File: src/design/exec_pkg.sv
// Execute stage operation encodings
`default_nettype none

package exec_pkg;

    // Unit that executes the current micro-operation
    typedef enum logic [2:0] {
        UNIT_NONE,
        UNIT_ALU,
        UNIT_DIV,
        UNIT_MEM,
        UNIT_BRANCH
    } unit_e;

    typedef enum logic [3:0] {
        ADD, SUB,
        AND, OR, XOR,
        SLL, SRL, SRA,
        SLT, SLTU
    } alu_op_e;

    typedef enum logic [1:0] {DIV, DIVU, REM, REMU} div_op_e;

    // Conditional branches use the decode compare flags
    typedef enum logic [3:0] {
        BR_NONE,
        BEQ, BNE,
        BLT, BGE,
        BLTU, BGEU,
        JAL, JALR
    } branch_op_e;

    // Source written to rd at write-back
    typedef enum logic [1:0] {WB_NONE, WB_RESULT, WB_PC_NEXT} wb_sel_e;

endpackage

`default_nettype wire

File: src/design/mem_pkg.sv
// Memory path definitions
`default_nettype none

package mem_pkg;

    typedef enum logic [1:0] {SIZE_B, SIZE_H, SIZE_W} mem_size_e;
    typedef enum logic {MEM_LOAD, MEM_STORE} mem_op_e;

    // Byte enables for an access of the given size
    function automatic logic [3:0] lane_mask(mem_size_e size, logic [1:0] lo);
        case (size)
            SIZE_B:  return 4'b0001 << lo;
            SIZE_H:  return 4'b0011 << lo;
            default: return 4'b1111;
        endcase
    endfunction

    // Rotate a word left by whole bytes
    function automatic logic [31:0] rol_bytes(logic [31:0] w, logic [1:0] n);
        case (n)
            2'd1:    return {w[23:0], w[31:24]};
            2'd2:    return {w[15:0], w[31:16]};
            2'd3:    return {w[7:0], w[31:8]};
            default: return w;
        endcase
    endfunction

endpackage

`default_nettype wire

File: src/design/alu.sv
// Integer ALU
`timescale 1ns/100ps
`default_nettype none

module alu import exec_pkg::*; #(
    parameter int XLEN = 32
) (
    input  wire alu_op_e          op_i,
    input  wire [XLEN-1:0]        a_i,
    input  wire [XLEN-1:0]        b_i,
    output logic [XLEN-1:0]       result_o,
    output logic [XLEN-1:0]       sum_o     // Branch target and memory address
);

    localparam int SW = $clog2(XLEN);

    logic [SW-1:0] shamt;

    assign sum_o = a_i + b_i;
    assign shamt = b_i[SW-1:0];   // Only the low bits select the shift

    always_comb begin
        case (op_i)
            ADD:     result_o = sum_o;
            SUB:     result_o = a_i - b_i;
            AND:     result_o = a_i & b_i;
            OR:      result_o = a_i | b_i;
            XOR:     result_o = a_i ^ b_i;
            SLL:     result_o = a_i << shamt;
            SRL:     result_o = a_i >> shamt;
            SRA:     result_o = $signed(a_i) >>> shamt;   // Sign fill
            SLT:     result_o = XLEN'($signed(a_i) < $signed(b_i));
            SLTU:    result_o = XLEN'(a_i < b_i);
            default: result_o = sum_o;
        endcase
    end

endmodule

`default_nettype wire

File: src/design/divider.sv
// Radix-2 restoring divider
`timescale 1ns/100ps
`default_nettype none

module divider import exec_pkg::*; #(
    parameter int XLEN = 32
) (
    input  wire                   clk_i,
    input  wire                   rst_i,
    input  wire                   start_i,
    input  wire div_op_e          op_i,
    input  wire [XLEN-1:0]        dividend_i,
    input  wire [XLEN-1:0]        divisor_i,
    output logic [XLEN-1:0]       result_o,
    output logic                  done_o
);

    localparam int CW = $clog2(XLEN);

    typedef enum logic [1:0] {IDLE, RUN, DONE} state_e;

    state_e          state_q;
    logic [CW-1:0]   cnt_q;
    logic [XLEN-1:0] quo_q;       // Dividend magnitude shifts out, quotient shifts in
    logic [XLEN-1:0] rem_q;
    logic [XLEN-1:0] dvs_q;
    logic [XLEN-1:0] dividend_q;
    div_op_e         op_q;
    logic            neg_quo_q;
    logic            neg_rem_q;
    logic            zero_q;
    logic            is_signed;
    logic            a_neg;
    logic            b_neg;
    logic            is_rem;
    logic [XLEN:0]   partial;
    logic [XLEN:0]   diff;
    logic [XLEN-1:0] quo_fix;
    logic [XLEN-1:0] rem_fix;

    assign is_signed = (op_i == DIV) || (op_i == REM);
    assign a_neg     = is_signed & dividend_i[XLEN-1];
    assign b_neg     = is_signed & divisor_i[XLEN-1];

    // One trial subtraction per cycle
    assign partial = {rem_q, quo_q[XLEN-1]};
    assign diff    = partial - {1'b0, dvs_q};

    always_ff @(posedge clk_i) begin
        if (rst_i) begin
            state_q <= IDLE;
            cnt_q   <= '0;
        end else begin
            case (state_q)
                IDLE: begin
                    if (start_i) begin
                        state_q <= RUN;
                        cnt_q   <= '0;
                    end
                end
                RUN: begin
                    cnt_q <= cnt_q + 1'b1;
                    if (cnt_q == CW'(XLEN - 1)) state_q <= DONE;
                end
                DONE:    if (!start_i) state_q <= IDLE;   // Hold result until start drops
                default: state_q <= IDLE;
            endcase
        end
    end

    always_ff @(posedge clk_i) begin
        if (state_q == IDLE && start_i) begin
            quo_q      <= a_neg ? -dividend_i : dividend_i;
            rem_q      <= '0;
            dvs_q      <= b_neg ? -divisor_i : divisor_i;
            dividend_q <= dividend_i;
            op_q       <= op_i;
            neg_quo_q  <= a_neg ^ b_neg;
            neg_rem_q  <= a_neg;        // Remainder takes the dividend sign
            zero_q     <= (divisor_i == '0);
        end else if (state_q == RUN) begin
            quo_q <= {quo_q[XLEN-2:0], ~diff[XLEN]};
            rem_q <= diff[XLEN] ? partial[XLEN-1:0] : diff[XLEN-1:0];
        end
    end

    // Sign fix-up, overflow case falls out of the magnitudes
    assign is_rem  = (op_q == REM) || (op_q == REMU);
    assign quo_fix = neg_quo_q ? -quo_q : quo_q;
    assign rem_fix = neg_rem_q ? -rem_q : rem_q;

    assign result_o = zero_q ? (is_rem ? dividend_q : '1) : (is_rem ? rem_fix : quo_fix);
    assign done_o   = (state_q == DONE) || (state_q == IDLE && !start_i);

endmodule

`default_nettype wire

File: src/design/execute_stage.sv
// Execute stage top
`timescale 1ns/100ps
`default_nettype none

module execute_stage import exec_pkg::*, mem_pkg::*; #(
    parameter int XLEN = 32
) (
    input  wire                 clk_i,
    input  wire                 rst_i,
    input  wire                 stall_i,
    output logic                ready_o,

    // Decode side
    input  wire unit_e          unit_i,
    input  wire alu_op_e        alu_op_i,
    input  wire div_op_e        div_op_i,
    input  wire branch_op_e     branch_op_i,
    input  wire wb_sel_e        wb_sel_i,
    input  wire mem_op_e        mem_op_i,
    input  wire mem_size_e      mem_size_i,
    input  wire                 mem_signed_i,
    input  wire [XLEN-1:0]      op_a_i,
    input  wire [XLEN-1:0]      op_b_i,
    input  wire [31:0]          store_data_i,
    input  wire [4:0]           rd_addr_i,
    input  wire [31:1]          pc_next_i,
    input  wire [2:0]           cmp_flags_i,      // {lt, ltu, eq}

    // Branch resolution
    output logic                branch_taken_o,
    output logic [31:1]         branch_target_o,

    // Write-back register
    output logic [4:0]          wb_rd_addr_o,
    output logic [XLEN-1:0]     wb_rd_data_o,
    output logic [31:1]         wb_pc_next_o,
    output wb_sel_e             wb_sel_o,
    output logic [XLEN-1:0]     fwd_data_o,

    // Memory handshake
    output logic                mem_req_o,
    output logic [31:0]         mem_addr_o,
    output logic [31:0]         mem_wdata_o,
    output logic [3:0]          mem_mask_o,
    output logic                mem_we_o,
    input  wire                 mem_ack_i,
    input  wire [31:0]          mem_rdata_i
);

    logic [XLEN-1:0] alu_result;
    logic [XLEN-1:0] alu_sum;
    logic [XLEN-1:0] div_result;
    logic [31:0]     mem_load_data;
    logic            div_done;
    logic            mem_done;
    logic [XLEN-1:0] next_result;
    logic            wb_load;

    alu #(.XLEN(XLEN)) alu_i (
        .op_i     (alu_op_i),
        .a_i      (op_a_i),
        .b_i      (op_b_i),
        .result_o (alu_result),
        .sum_o    (alu_sum)
    );

    divider #(.XLEN(XLEN)) divider_i (
        .clk_i      (clk_i),
        .rst_i      (rst_i),
        .start_i    (unit_i == UNIT_DIV),   // Level start while selected
        .op_i       (div_op_i),
        .dividend_i (op_a_i),
        .divisor_i  (op_b_i),
        .result_o   (div_result),
        .done_o     (div_done)
    );

    mem_access_unit mem_access_unit_i (
        .clk_i        (clk_i),
        .rst_i        (rst_i),
        .start_i      (unit_i == UNIT_MEM),
        .op_i         (mem_op_i),
        .size_i       (mem_size_i),
        .signed_i     (mem_signed_i),
        .addr_i       (alu_sum[31:0]),      // Effective address a + b
        .store_data_i (store_data_i),
        .load_data_o  (mem_load_data),
        .done_o       (mem_done),
        .mem_req_o    (mem_req_o),
        .mem_addr_o   (mem_addr_o),
        .mem_wdata_o  (mem_wdata_o),
        .mem_mask_o   (mem_mask_o),
        .mem_we_o     (mem_we_o),
        .mem_ack_i    (mem_ack_i),
        .mem_rdata_i  (mem_rdata_i)
    );

    assign ready_o = div_done & mem_done;

    always_comb begin
        case (branch_op_i)
            BEQ:     branch_taken_o = cmp_flags_i[0];
            BNE:     branch_taken_o = ~cmp_flags_i[0];
            BLT:     branch_taken_o = cmp_flags_i[2];
            BGE:     branch_taken_o = ~cmp_flags_i[2];
            BLTU:    branch_taken_o = cmp_flags_i[1];
            BGEU:    branch_taken_o = ~cmp_flags_i[1];
            JAL,
            JALR:    branch_taken_o = 1'b1;
            default: branch_taken_o = 1'b0;   // Never taken by accident
        endcase
    end

    assign branch_target_o = alu_sum[31:1];

    always_comb begin
        case (unit_i)
            UNIT_ALU,
            UNIT_BRANCH: next_result = alu_result;
            UNIT_DIV:    next_result = div_result;
            UNIT_MEM:    next_result = XLEN'(mem_load_data);
            default:     next_result = '0;
        endcase
    end

    assign fwd_data_o = next_result;

    // Loads unless the next stage stalls a finished operation
    assign wb_load = !stall_i || !ready_o;

    always_ff @(posedge clk_i) begin
        if (rst_i) begin
            wb_sel_o <= WB_NONE;
        end else if (wb_load) begin
            wb_sel_o <= (unit_i == UNIT_NONE) ? WB_NONE : wb_sel_i;
        end
    end

    always_ff @(posedge clk_i) begin
        if (wb_load) begin
            wb_rd_addr_o <= rd_addr_i;
            wb_rd_data_o <= next_result;
            wb_pc_next_o <= pc_next_i;
        end
    end

endmodule

`default_nettype wire

File: src/design/mem_access_unit.sv
// Load/store sequencer
`timescale 1ns/100ps
`default_nettype none

module mem_access_unit import mem_pkg::*; (
    input  wire              clk_i,
    input  wire              rst_i,
    input  wire              start_i,
    input  wire mem_op_e     op_i,
    input  wire mem_size_e   size_i,
    input  wire              signed_i,
    input  wire [31:0]       addr_i,
    input  wire [31:0]       store_data_i,
    output logic [31:0]      load_data_o,
    output logic             done_o,

    // Four-phase memory port
    output logic             mem_req_o,
    output logic [31:0]      mem_addr_o,
    output logic [31:0]      mem_wdata_o,
    output logic [3:0]       mem_mask_o,
    output logic             mem_we_o,
    input  wire              mem_ack_i,
    input  wire [31:0]       mem_rdata_i
);

    typedef enum logic [1:0] {IDLE, REQ, RELEASE, DONE} state_e;

    state_e      state_q;
    mem_size_e   size_q;
    logic        signed_q;
    logic [1:0]  lo_q;          // Byte offset within the word
    logic [31:0] aligned;
    logic [31:0] load_ext;

    always_ff @(posedge clk_i) begin
        if (rst_i) begin
            state_q <= IDLE;
        end else begin
            case (state_q)
                IDLE:    if (start_i) state_q <= REQ;
                REQ:     if (mem_ack_i) state_q <= RELEASE;
                RELEASE: if (!mem_ack_i) state_q <= DONE;   // Wait for ack to fall
                DONE:    if (!start_i) state_q <= IDLE;
                default: state_q <= IDLE;
            endcase
        end
    end

    // Request fields latched once and held through the handshake
    always_ff @(posedge clk_i) begin
        if (state_q == IDLE && start_i) begin
            mem_addr_o  <= {addr_i[31:2], 2'b00};
            mem_wdata_o <= rol_bytes(store_data_i, addr_i[1:0]);
            mem_mask_o  <= lane_mask(size_i, addr_i[1:0]);
            mem_we_o    <= (op_i == MEM_STORE);
            size_q      <= size_i;
            signed_q    <= signed_i;
            lo_q        <= addr_i[1:0];
        end
        if (state_q == REQ && mem_ack_i && !mem_we_o) begin
            load_data_o <= load_ext;
        end
    end

    // Move the addressed lane down to bit 0
    assign aligned = rol_bytes(mem_rdata_i, 2'd0 - lo_q);

    always_comb begin
        case (size_q)
            SIZE_B:  load_ext = {{24{signed_q & aligned[7]}}, aligned[7:0]};
            SIZE_H:  load_ext = {{16{signed_q & aligned[15]}}, aligned[15:0]};
            default: load_ext = aligned;
        endcase
    end

    assign mem_req_o = (state_q == REQ);
    assign done_o    = (state_q == DONE) || (state_q == IDLE && !start_i);

endmodule

`default_nettype wire

File: config.mk
export PLATFORM = sky130hd
export DESIGN_NAME = execute_stage
export DESIGN_NICKNAME = d
export VERILOG_FILES = /design/src/design/exec_pkg.sv /design/src/design/mem_pkg.sv /design/src/design/alu.sv /design/src/design/divider.sv /design/src/design/execute_stage.sv /design/src/design/mem_access_unit.sv
export SDC_FILE = /design/constraint.sdc
export NUM_CORES = 1
export LEC_CHECK = 0
export BUFFER_PORTS_ARGS = -buffer_cell sky130_fd_sc_hd__buf_2
export CORE_ASPECT_RATIO = 1.2
export CORE_MARGIN = 2
export CORE_UTILIZATION = 54
export CTS_CLUSTER_DIAMETER = 120
export CTS_CLUSTER_SIZE = 14
export DETAILED_ROUTE_END_ITERATION = 8
export PLACE_DENSITY = 0.79
export SYNTH_ARGS = -nofsm -noshare
export SYNTH_HDL_FRONTEND = slang
export SYNTH_HIERARCHICAL = 1
export SYNTH_SLANG_ARGS = --single-unit
File: constraint.sdc
create_clock -name clk_i -period 5.2 [get_ports clk_i]
set_input_delay 0.52 -clock clk_i [delete_from_list [all_inputs] [get_ports clk_i]]
set_output_delay 0.52 -clock clk_i [all_outputs]
set_load 0.005 [all_outputs]
## After elaboration in Yosys (flattened, before gate mapping)

Cells that the tools add are included.

- Add/sub/neg operators: 9
- Order comparisons: 2
- Eq/ne operators: 45
- Shift operators: 5
- Mux-type cells: 29
- Bitwise logic cells: 13
- Reduce and logical (&&, ||, !) cells: 30

Operator list:

| operator | number |
|---|---|
| $mux 32 | 10 |
| $pmux 32 s3 | 3 |
| $pmux 32 s9 | 1 |
| $neg 32->32 | 4 |
| $lt 32x32->1 | 2 |
| $pmux 32 s2 | 1 |
| $sub 33x32->33 | 1 |
| $add 32x32->32 | 1 |
| $and 32x32->32 | 1 |
| $eq 4x3->1 const B | 8 |
| $logic_not 32->1 | 1 |
| $or 32x32->32 | 1 |
| $shl 32x5->32 | 1 |
| $shr 32x5->32 | 1 |
| $sshr 32x5->32 | 1 |
| $sub 32x32->32 | 1 |
| $xor 32x32->32 | 1 |
| $eq 2x2->1 const B | 10 |
| $eq 4x2->1 const B | 4 |
| $mux 2 | 8 |
| $eq 2x1->1 const B | 6 |
| $eq 4x4->1 const B | 3 |
| $logic_not 2->1 | 5 |
| $pmux 5 s2 | 1 |
| 28 further kinds | 57 |

- Flip-flop bits (word level): 316
- Output and inout bits: 205
- Logic and storage cells: 156

## Depth between registers and ports, before layout

- Depth in word-level cells: 7
- Mapped depth: 19

## By module

Netlist, hierarchy kept.

Modules (own cells, without submodules):

| module | times used | cells an instance | area each (sq um) | seq. area each (sq um) |
|---|---|---|---|---|
| divider | 1 | 1121 | 9983.3 | 3783.6 |
| alu | 1 | 1368 | 9703.1 | 0.0 |
| mem_access_unit | 1 | 286 | 5162.5 | 3163.0 |
| execute_stage | 1 | 238 | 3394.5 | 2082.0 |

## Least setup slack after synthesis

No wires, ideal clock.

- Path kind: input to output
- Start point: in op_b_i[3]
- End point: out fwd_data_o[29]
- Data arrival time: 4.689 ns
- Required time: 4.680 ns
- Setup slack: -0.009 ns
- Stages on the path: 18
- Path buffers: 5
- Cell sequence: inv_1 -> clkbuf_1 -> clkbuf_1 -> clkbuf_1 -> clkbuf_1 -> ha_1 -> buf_2 -> nor2_2 -> o211ai_4 -> a2111oi_4 -> o31ai_4 -> a211o_1 -> a22oi_2 -> mux2_4 -> o32a_1 -> mux2_4 -> a22oi_1 -> o21ai_1

- Longest elaborated chain between the ends: 3

RTL lines:

| what | RTL line | source |
|---|---|---|
| start, declared | execute_stage.sv:23 | `input wire [XLEN-1:0] op_b_i,` |
| $add 32x32->32, or another cell as far along | alu.sv:19 | `assign sum_o = a_i + b_i;` |
| $pmux 32 s9 (*) | alu.sv:23 | `case (op_i)` |
| net alu_result[29] | execute_stage.sv:50 | `logic [XLEN-1:0] alu_result;` |
| $pmux 32 s3 (*) | execute_stage.sv:117 | `case (unit_i)` |
| end, declared | execute_stage.sv:38 | `output logic [XLEN-1:0] fwd_data_o,` |

The timed path passes the listed nets; every way through them passes the cells marked *.

## Final worst setup path

- Start point: in op_a_i[0]
- End point: out fwd_data_o[16]

- Longest elaborated chain between the ends: 3

RTL lines:

| what | RTL line | source |
|---|---|---|
| start, declared | execute_stage.sv:22 | `input wire [XLEN-1:0] op_a_i,` |
| $add 32x32->32, or another cell as far along | alu.sv:19 |  |
| $pmux 32 s9 (*) | alu.sv:23 |  |
| net alu_result[16] | execute_stage.sv:50 |  |
| $pmux 32 s3 (*) | execute_stage.sv:117 |  |

Marks and branches as above.

==> summary.md <==
| Metric | Value |
|---|---|
| Status | `completed` |
| Core area | `51600 um2` |
| Net count, final | `3676` |
| Worst Skew | `0.0327 ns` |
| CP max stage delay | `around 0.67 ns` |
| Post-CTS setup buffers | `0` |
| Vias per cell | `roughly 6.6` |
| Crit-path slowest cell | `a211oi_1` |
| Final hold vios | `0` |
| Worst-margin pin slew | `1.21 ns` |
| I/O pins | `395` |
| Tot Pwr | `0.00941 W` |
| Pin count of the biggest net entering global routing | `90` |
| Critical path buffers and inverters | `4` |
| Sequential share of the synthesized area | `32.0%` |
| CTS resizes | `0` |
| CP endpoint kind | `output pin` |
| Post-DP HPWL | `approximately 84000 um` |
| Syn Inst Count | `3013` |
| Via Count | `26800` |
| Worst slew margin | `19.2%` |
| Crit path launch type | `primary input` |
| Vias in the first global route | `~25000` |
| IO Port Bufs | `392` |
| Clk pwr share | `20.1%` |
| GRT met2 Usage | `62.5%` |
| DRC violations left | `0` |
| GRT overflow | `0` |
| GPL Wtd Cong | `between 1 and 1.5` |
| CTS root buf | `clkbuf_16` |
| DIE HEIGHT | `255 um` |
| Most Crowded Layer GR | `met2` |
| Switch Pwr | `0.00367 W` |
| Ys Warns | `6` |
| Max clock buf depth | `3` |
| Fillcell total | `4368` |
| Clock transition at the registers of the reported paths | `approximately 0.070 ns` |
| Setup TNS | `0 ns` |
| TritonCTS clock tree | `built` |
| Min cycle time layout | `between 5 and 6 ns` |
| Synth unique cells | `between 100 and 150` |
| Final WL | `about 110000 um` |
| Async set or reset register ratio after synthesis | `0%` |
| Final setup violation count | `0` |
| P&R area growth vs syn | `12.6%` |
| Largest vdd supply drop | `between 200 and 300 uV` |
| Internal power of the cells | `approximately 0.0057 W` |
| Final period util | `98.1%` |
| FP Rows | `a little over 90` |
| CTS Hold Bufs | `0` |
| CP Class | `primary input to output pin` |
| Die span in x | `213 um` |
| Combinational Power Share | `a little over two fifths` |
| H-tree depth | `1` |
| Die area | `between 50000 and 60000 um2` |
| Initial antenna violation count | `9` |
| M3 GR Usage | `under 10%` |
| Initial DRC count | `3018` |
| Antenna Nets Post-Route | `0` |
| Routing usage on met1 | `47.5%` |
| Critical Path RT | `4.68 ns` |
| Type of the most critical hold path | `primary input to flop` |
| Crit path top cell by count | `buf_2` |
| Peak Freq | `196 MHz` |
| All-layer global routing usage | `between 30 and 40%` |
| Cell Area, Synth | `28200 um2` |
| Clk_lat worst skew | `~0.60 ns` |
| Max Cap Viol | `0` |
| Fraction of layout cells with a size suffix above 1 | `a little under a quarter` |
| Post-DR wirelength/cell | `~26 um` |
| Leakage power figure | `13.0 nW` |
| Reg power frac | `a little over a third` |
| PwrDens | `296 nW/um2` |
| Critical-path cell list | `buf_2 -> ha_1 -> inv_1 -> fa_1 -> and2b_1 -> o31ai_1 -> buf_4 -> o21ai_0 -> a221o_1 -> nand2_1 -> nand3_1 -> a32o_1 -> a211oi_1 -> mux2_4 -> a22oi_1 -> o21ai_1 -> buf_2` |
| Initial DRT Pass Iterations | `6` |
| Family with the most delay on the worst path | `compound AO/OA/AOI/OAI gates` |
| First-pass GRT wire length | `159000 um` |
| Register bit total from synthesis | `315` |
| RSZ-0062 raised after global routing | `no` |
| Clk sink count | `315` |
| Initial Utilization | `about 55%` |
| Syn Area/Cell | `9.37 um2` |
| Critical Path Fanout Max | `11` |
| Primary FF master, synth | `edfxtp_1` |
| Post-synth EDFFs | `between 200 and 300` |
| WP data arrival | `about 4.6 ns` |
| Layout Utilization | `between 60% and 70%` |
| Clock buffer count from CTS | `26` |
| Final Slew Violations | `0` |
| Switching part of the total | `39.0%` |
[state kept, by name, summed over array words and instances (netlist names), 2 cells and up]
name / cells
mem_access_unit_i/mem_mask_o: 4
mem_access_unit_i/lo_q: 2
mem_access_unit_i/state_q: 2
mem_access_unit_i/mem_addr_o: 30
divider_i/quo_q: 32
wb_rd_data_o: 32
divider_i/rem_q: 32
mem_access_unit_i/mem_wdata_o: 32
divider_i/dvs_q: 32
divider_i/dividend_q: 32
wb_pc_next_o: 31
divider_i/state_q: 2
wb_sel_o: 2
mem_access_unit_i/size_q: 2
divider_i/cnt_q: 5
mem_access_unit_i/load_data_o: 32
wb_rd_addr_o: 5
[final timing paths]
| kind | from | end | slack (ns) | cells past startpoint |
|---|---|---|---|---|
| worst max-delay path | op_a_i[0] | fwd_data_o[16] | 0.1 | 17 |
| worst min-delay path | pc_next_i[4] | wb_pc_next_o[4]$_DFFE_PP_ | 0.11 | 1 |
| worst max register to register | divider_i/quo_q[31]$_DFFE_PP_ | divider_i/rem_q[16]$_SDFFE_PP0P_ | 1.33 | 13 |
| worst min register to register | wb_sel_o[1]$_SDFFE_PP0P_ | wb_sel_o[1]$_SDFFE_PP0P_ | 0.46 | 2 |
[layer usage]
metal / up-vias / routed length, um
li1: 12000 / -
met1: 12800 / 38800
met5: - / 48
met3: 362 / 11300
met4: 8 / 8420
met2: 1572 / 49000
[area by class of cell]
class / instances / area (um2) / area share [%]
Clock inverter: 2 / 25.0 / 0.0787
Sequential cell: 315 / 9030 / 28.4
Clock buffer: 46 / 726 / 2.28
Antenna cell: 4 / 10.0 / 0.0315
Tap cell: 697 / 872 / 2.74
Multi-Input combinational cell: 2333 / 17600 / 55.4
Timing Repair Buffer: 516 / 2950 / 9.26
Inverter: 151 / 567 / 1.78
[synthesized netlist by cell type, types with 19 or more instances]
cell type  count  area, um2
nor2_1       210        788
a21oi_1      240       1200
nor3_1        35        175
buf_6         19        214
a22oi_1       63        473
edfxtp_1     272       8170
and2_1        20        125
ha_1         140       1750
or3_1         25        156
a211oi_1      25        188
inv_1        148        556
nand3_1       59        295
o211ai_1      45        338
o21ai_0      195        976
mux2i_1      120       1200
a31oi_1       23        144
a221oi_1      20        175
mux2_4        28        420
nor4_1        22        138
mux4_2        87       1960
buf_2         38        190
xnor2_1      111        972
o31ai_1       33        248
a21o_1        47        353
o21ai_1       39        195
dfxtp_1       43        861
nand2_1      269       1010
xor2_1        67        587
mux2_2        36        405
clkbuf_1     123        462
nand2b_1      28        175
[placed cells by master (no fill, tap or decap), drive strengths merged, types with 20 or more instances in the layout]
cell type | netlist | routed
nor2 | 211 | 211
nand3 | 60 | 60
xor2 | 67 | 67
mux2i | 123 | 123
nand2 | 269 | 269
clkbuf | 124 | 46
a211oi | 27 | 27
xnor2 | 112 | 112
ha | 140 | 140
nor3 | 36 | 36
mux2 | 64 | 64
a221oi | 22 | 22
nor4 | 24 | 24
edfxtp | 272 | 272
and2 | 20 | 20
a31oi | 23 | 23
o31ai | 35 | 35
a21oi | 240 | 240
o21ai | 238 | 238
a21o | 48 | 48
inv | 150 | 152
nand2b | 28 | 28
o211ai | 48 | 48
mux4 | 87 | 87
or3 | 34 | 34
dfxtp | 43 | 43
a22oi | 71 | 71
buf | 91 | 516
[kinds of logic (layout without fill, tap and decap cells)]
family,Yosys count,after routing,synth area share (%)
compound gates,942,942,22.3
simple gates,793,793,13.6
buf+inv,366,715,5.86
flops,315,315,32.0
mux,274,274,14.3
xor+xnor,179,179,5.58
fa+ha+maj,143,143,6.41
other cells,1,6,0.0133
[power groups by stage]
stage          Clock, W  Sequential [W]  Combinational (W)
2_1_floorplan         0         0.00342            0.00265
3_3_place_gp          0         0.00348            0.00392
3_5_place_dp          0         0.00349            0.00397
4_1_cts         0.00190         0.00344            0.00400
5_1_grt         0.00198         0.00348            0.00439
6_report        0.00189         0.00344            0.00408
[through the flow]
step           hold WS (ns)  area, um2  setup slack [ns]  cells
6_report              0.113      31800            0.0967   4064
4_1_cts              0.0999      31800             0.266   4060
5_1_grt               0.105      31800           0.00958   4063
3_5_place_dp          0.456      31000             0.278   4012
2_1_floorplan         0.451      28200            0.0926   3014
3_3_place_gp          0.450      31000             0.296   4012
[worst register-to-register path, cell delays in order, from the launching register on]
cell      delay (ns)
edfxtp_1        0.42
inv_1           0.22
ha_1            0.25
fa_1            0.24
nor2b_1         0.08
o31a_1          0.27
o21ai_1         0.40
o211ai_2        0.22
o21ai_1         0.43
o21ai_4         0.19
xor2_4          0.14
buf_4           0.43
mux2i_1         0.33
a21oi_1         0.09
Note: power is estimated with default switching activity, not from simulation.
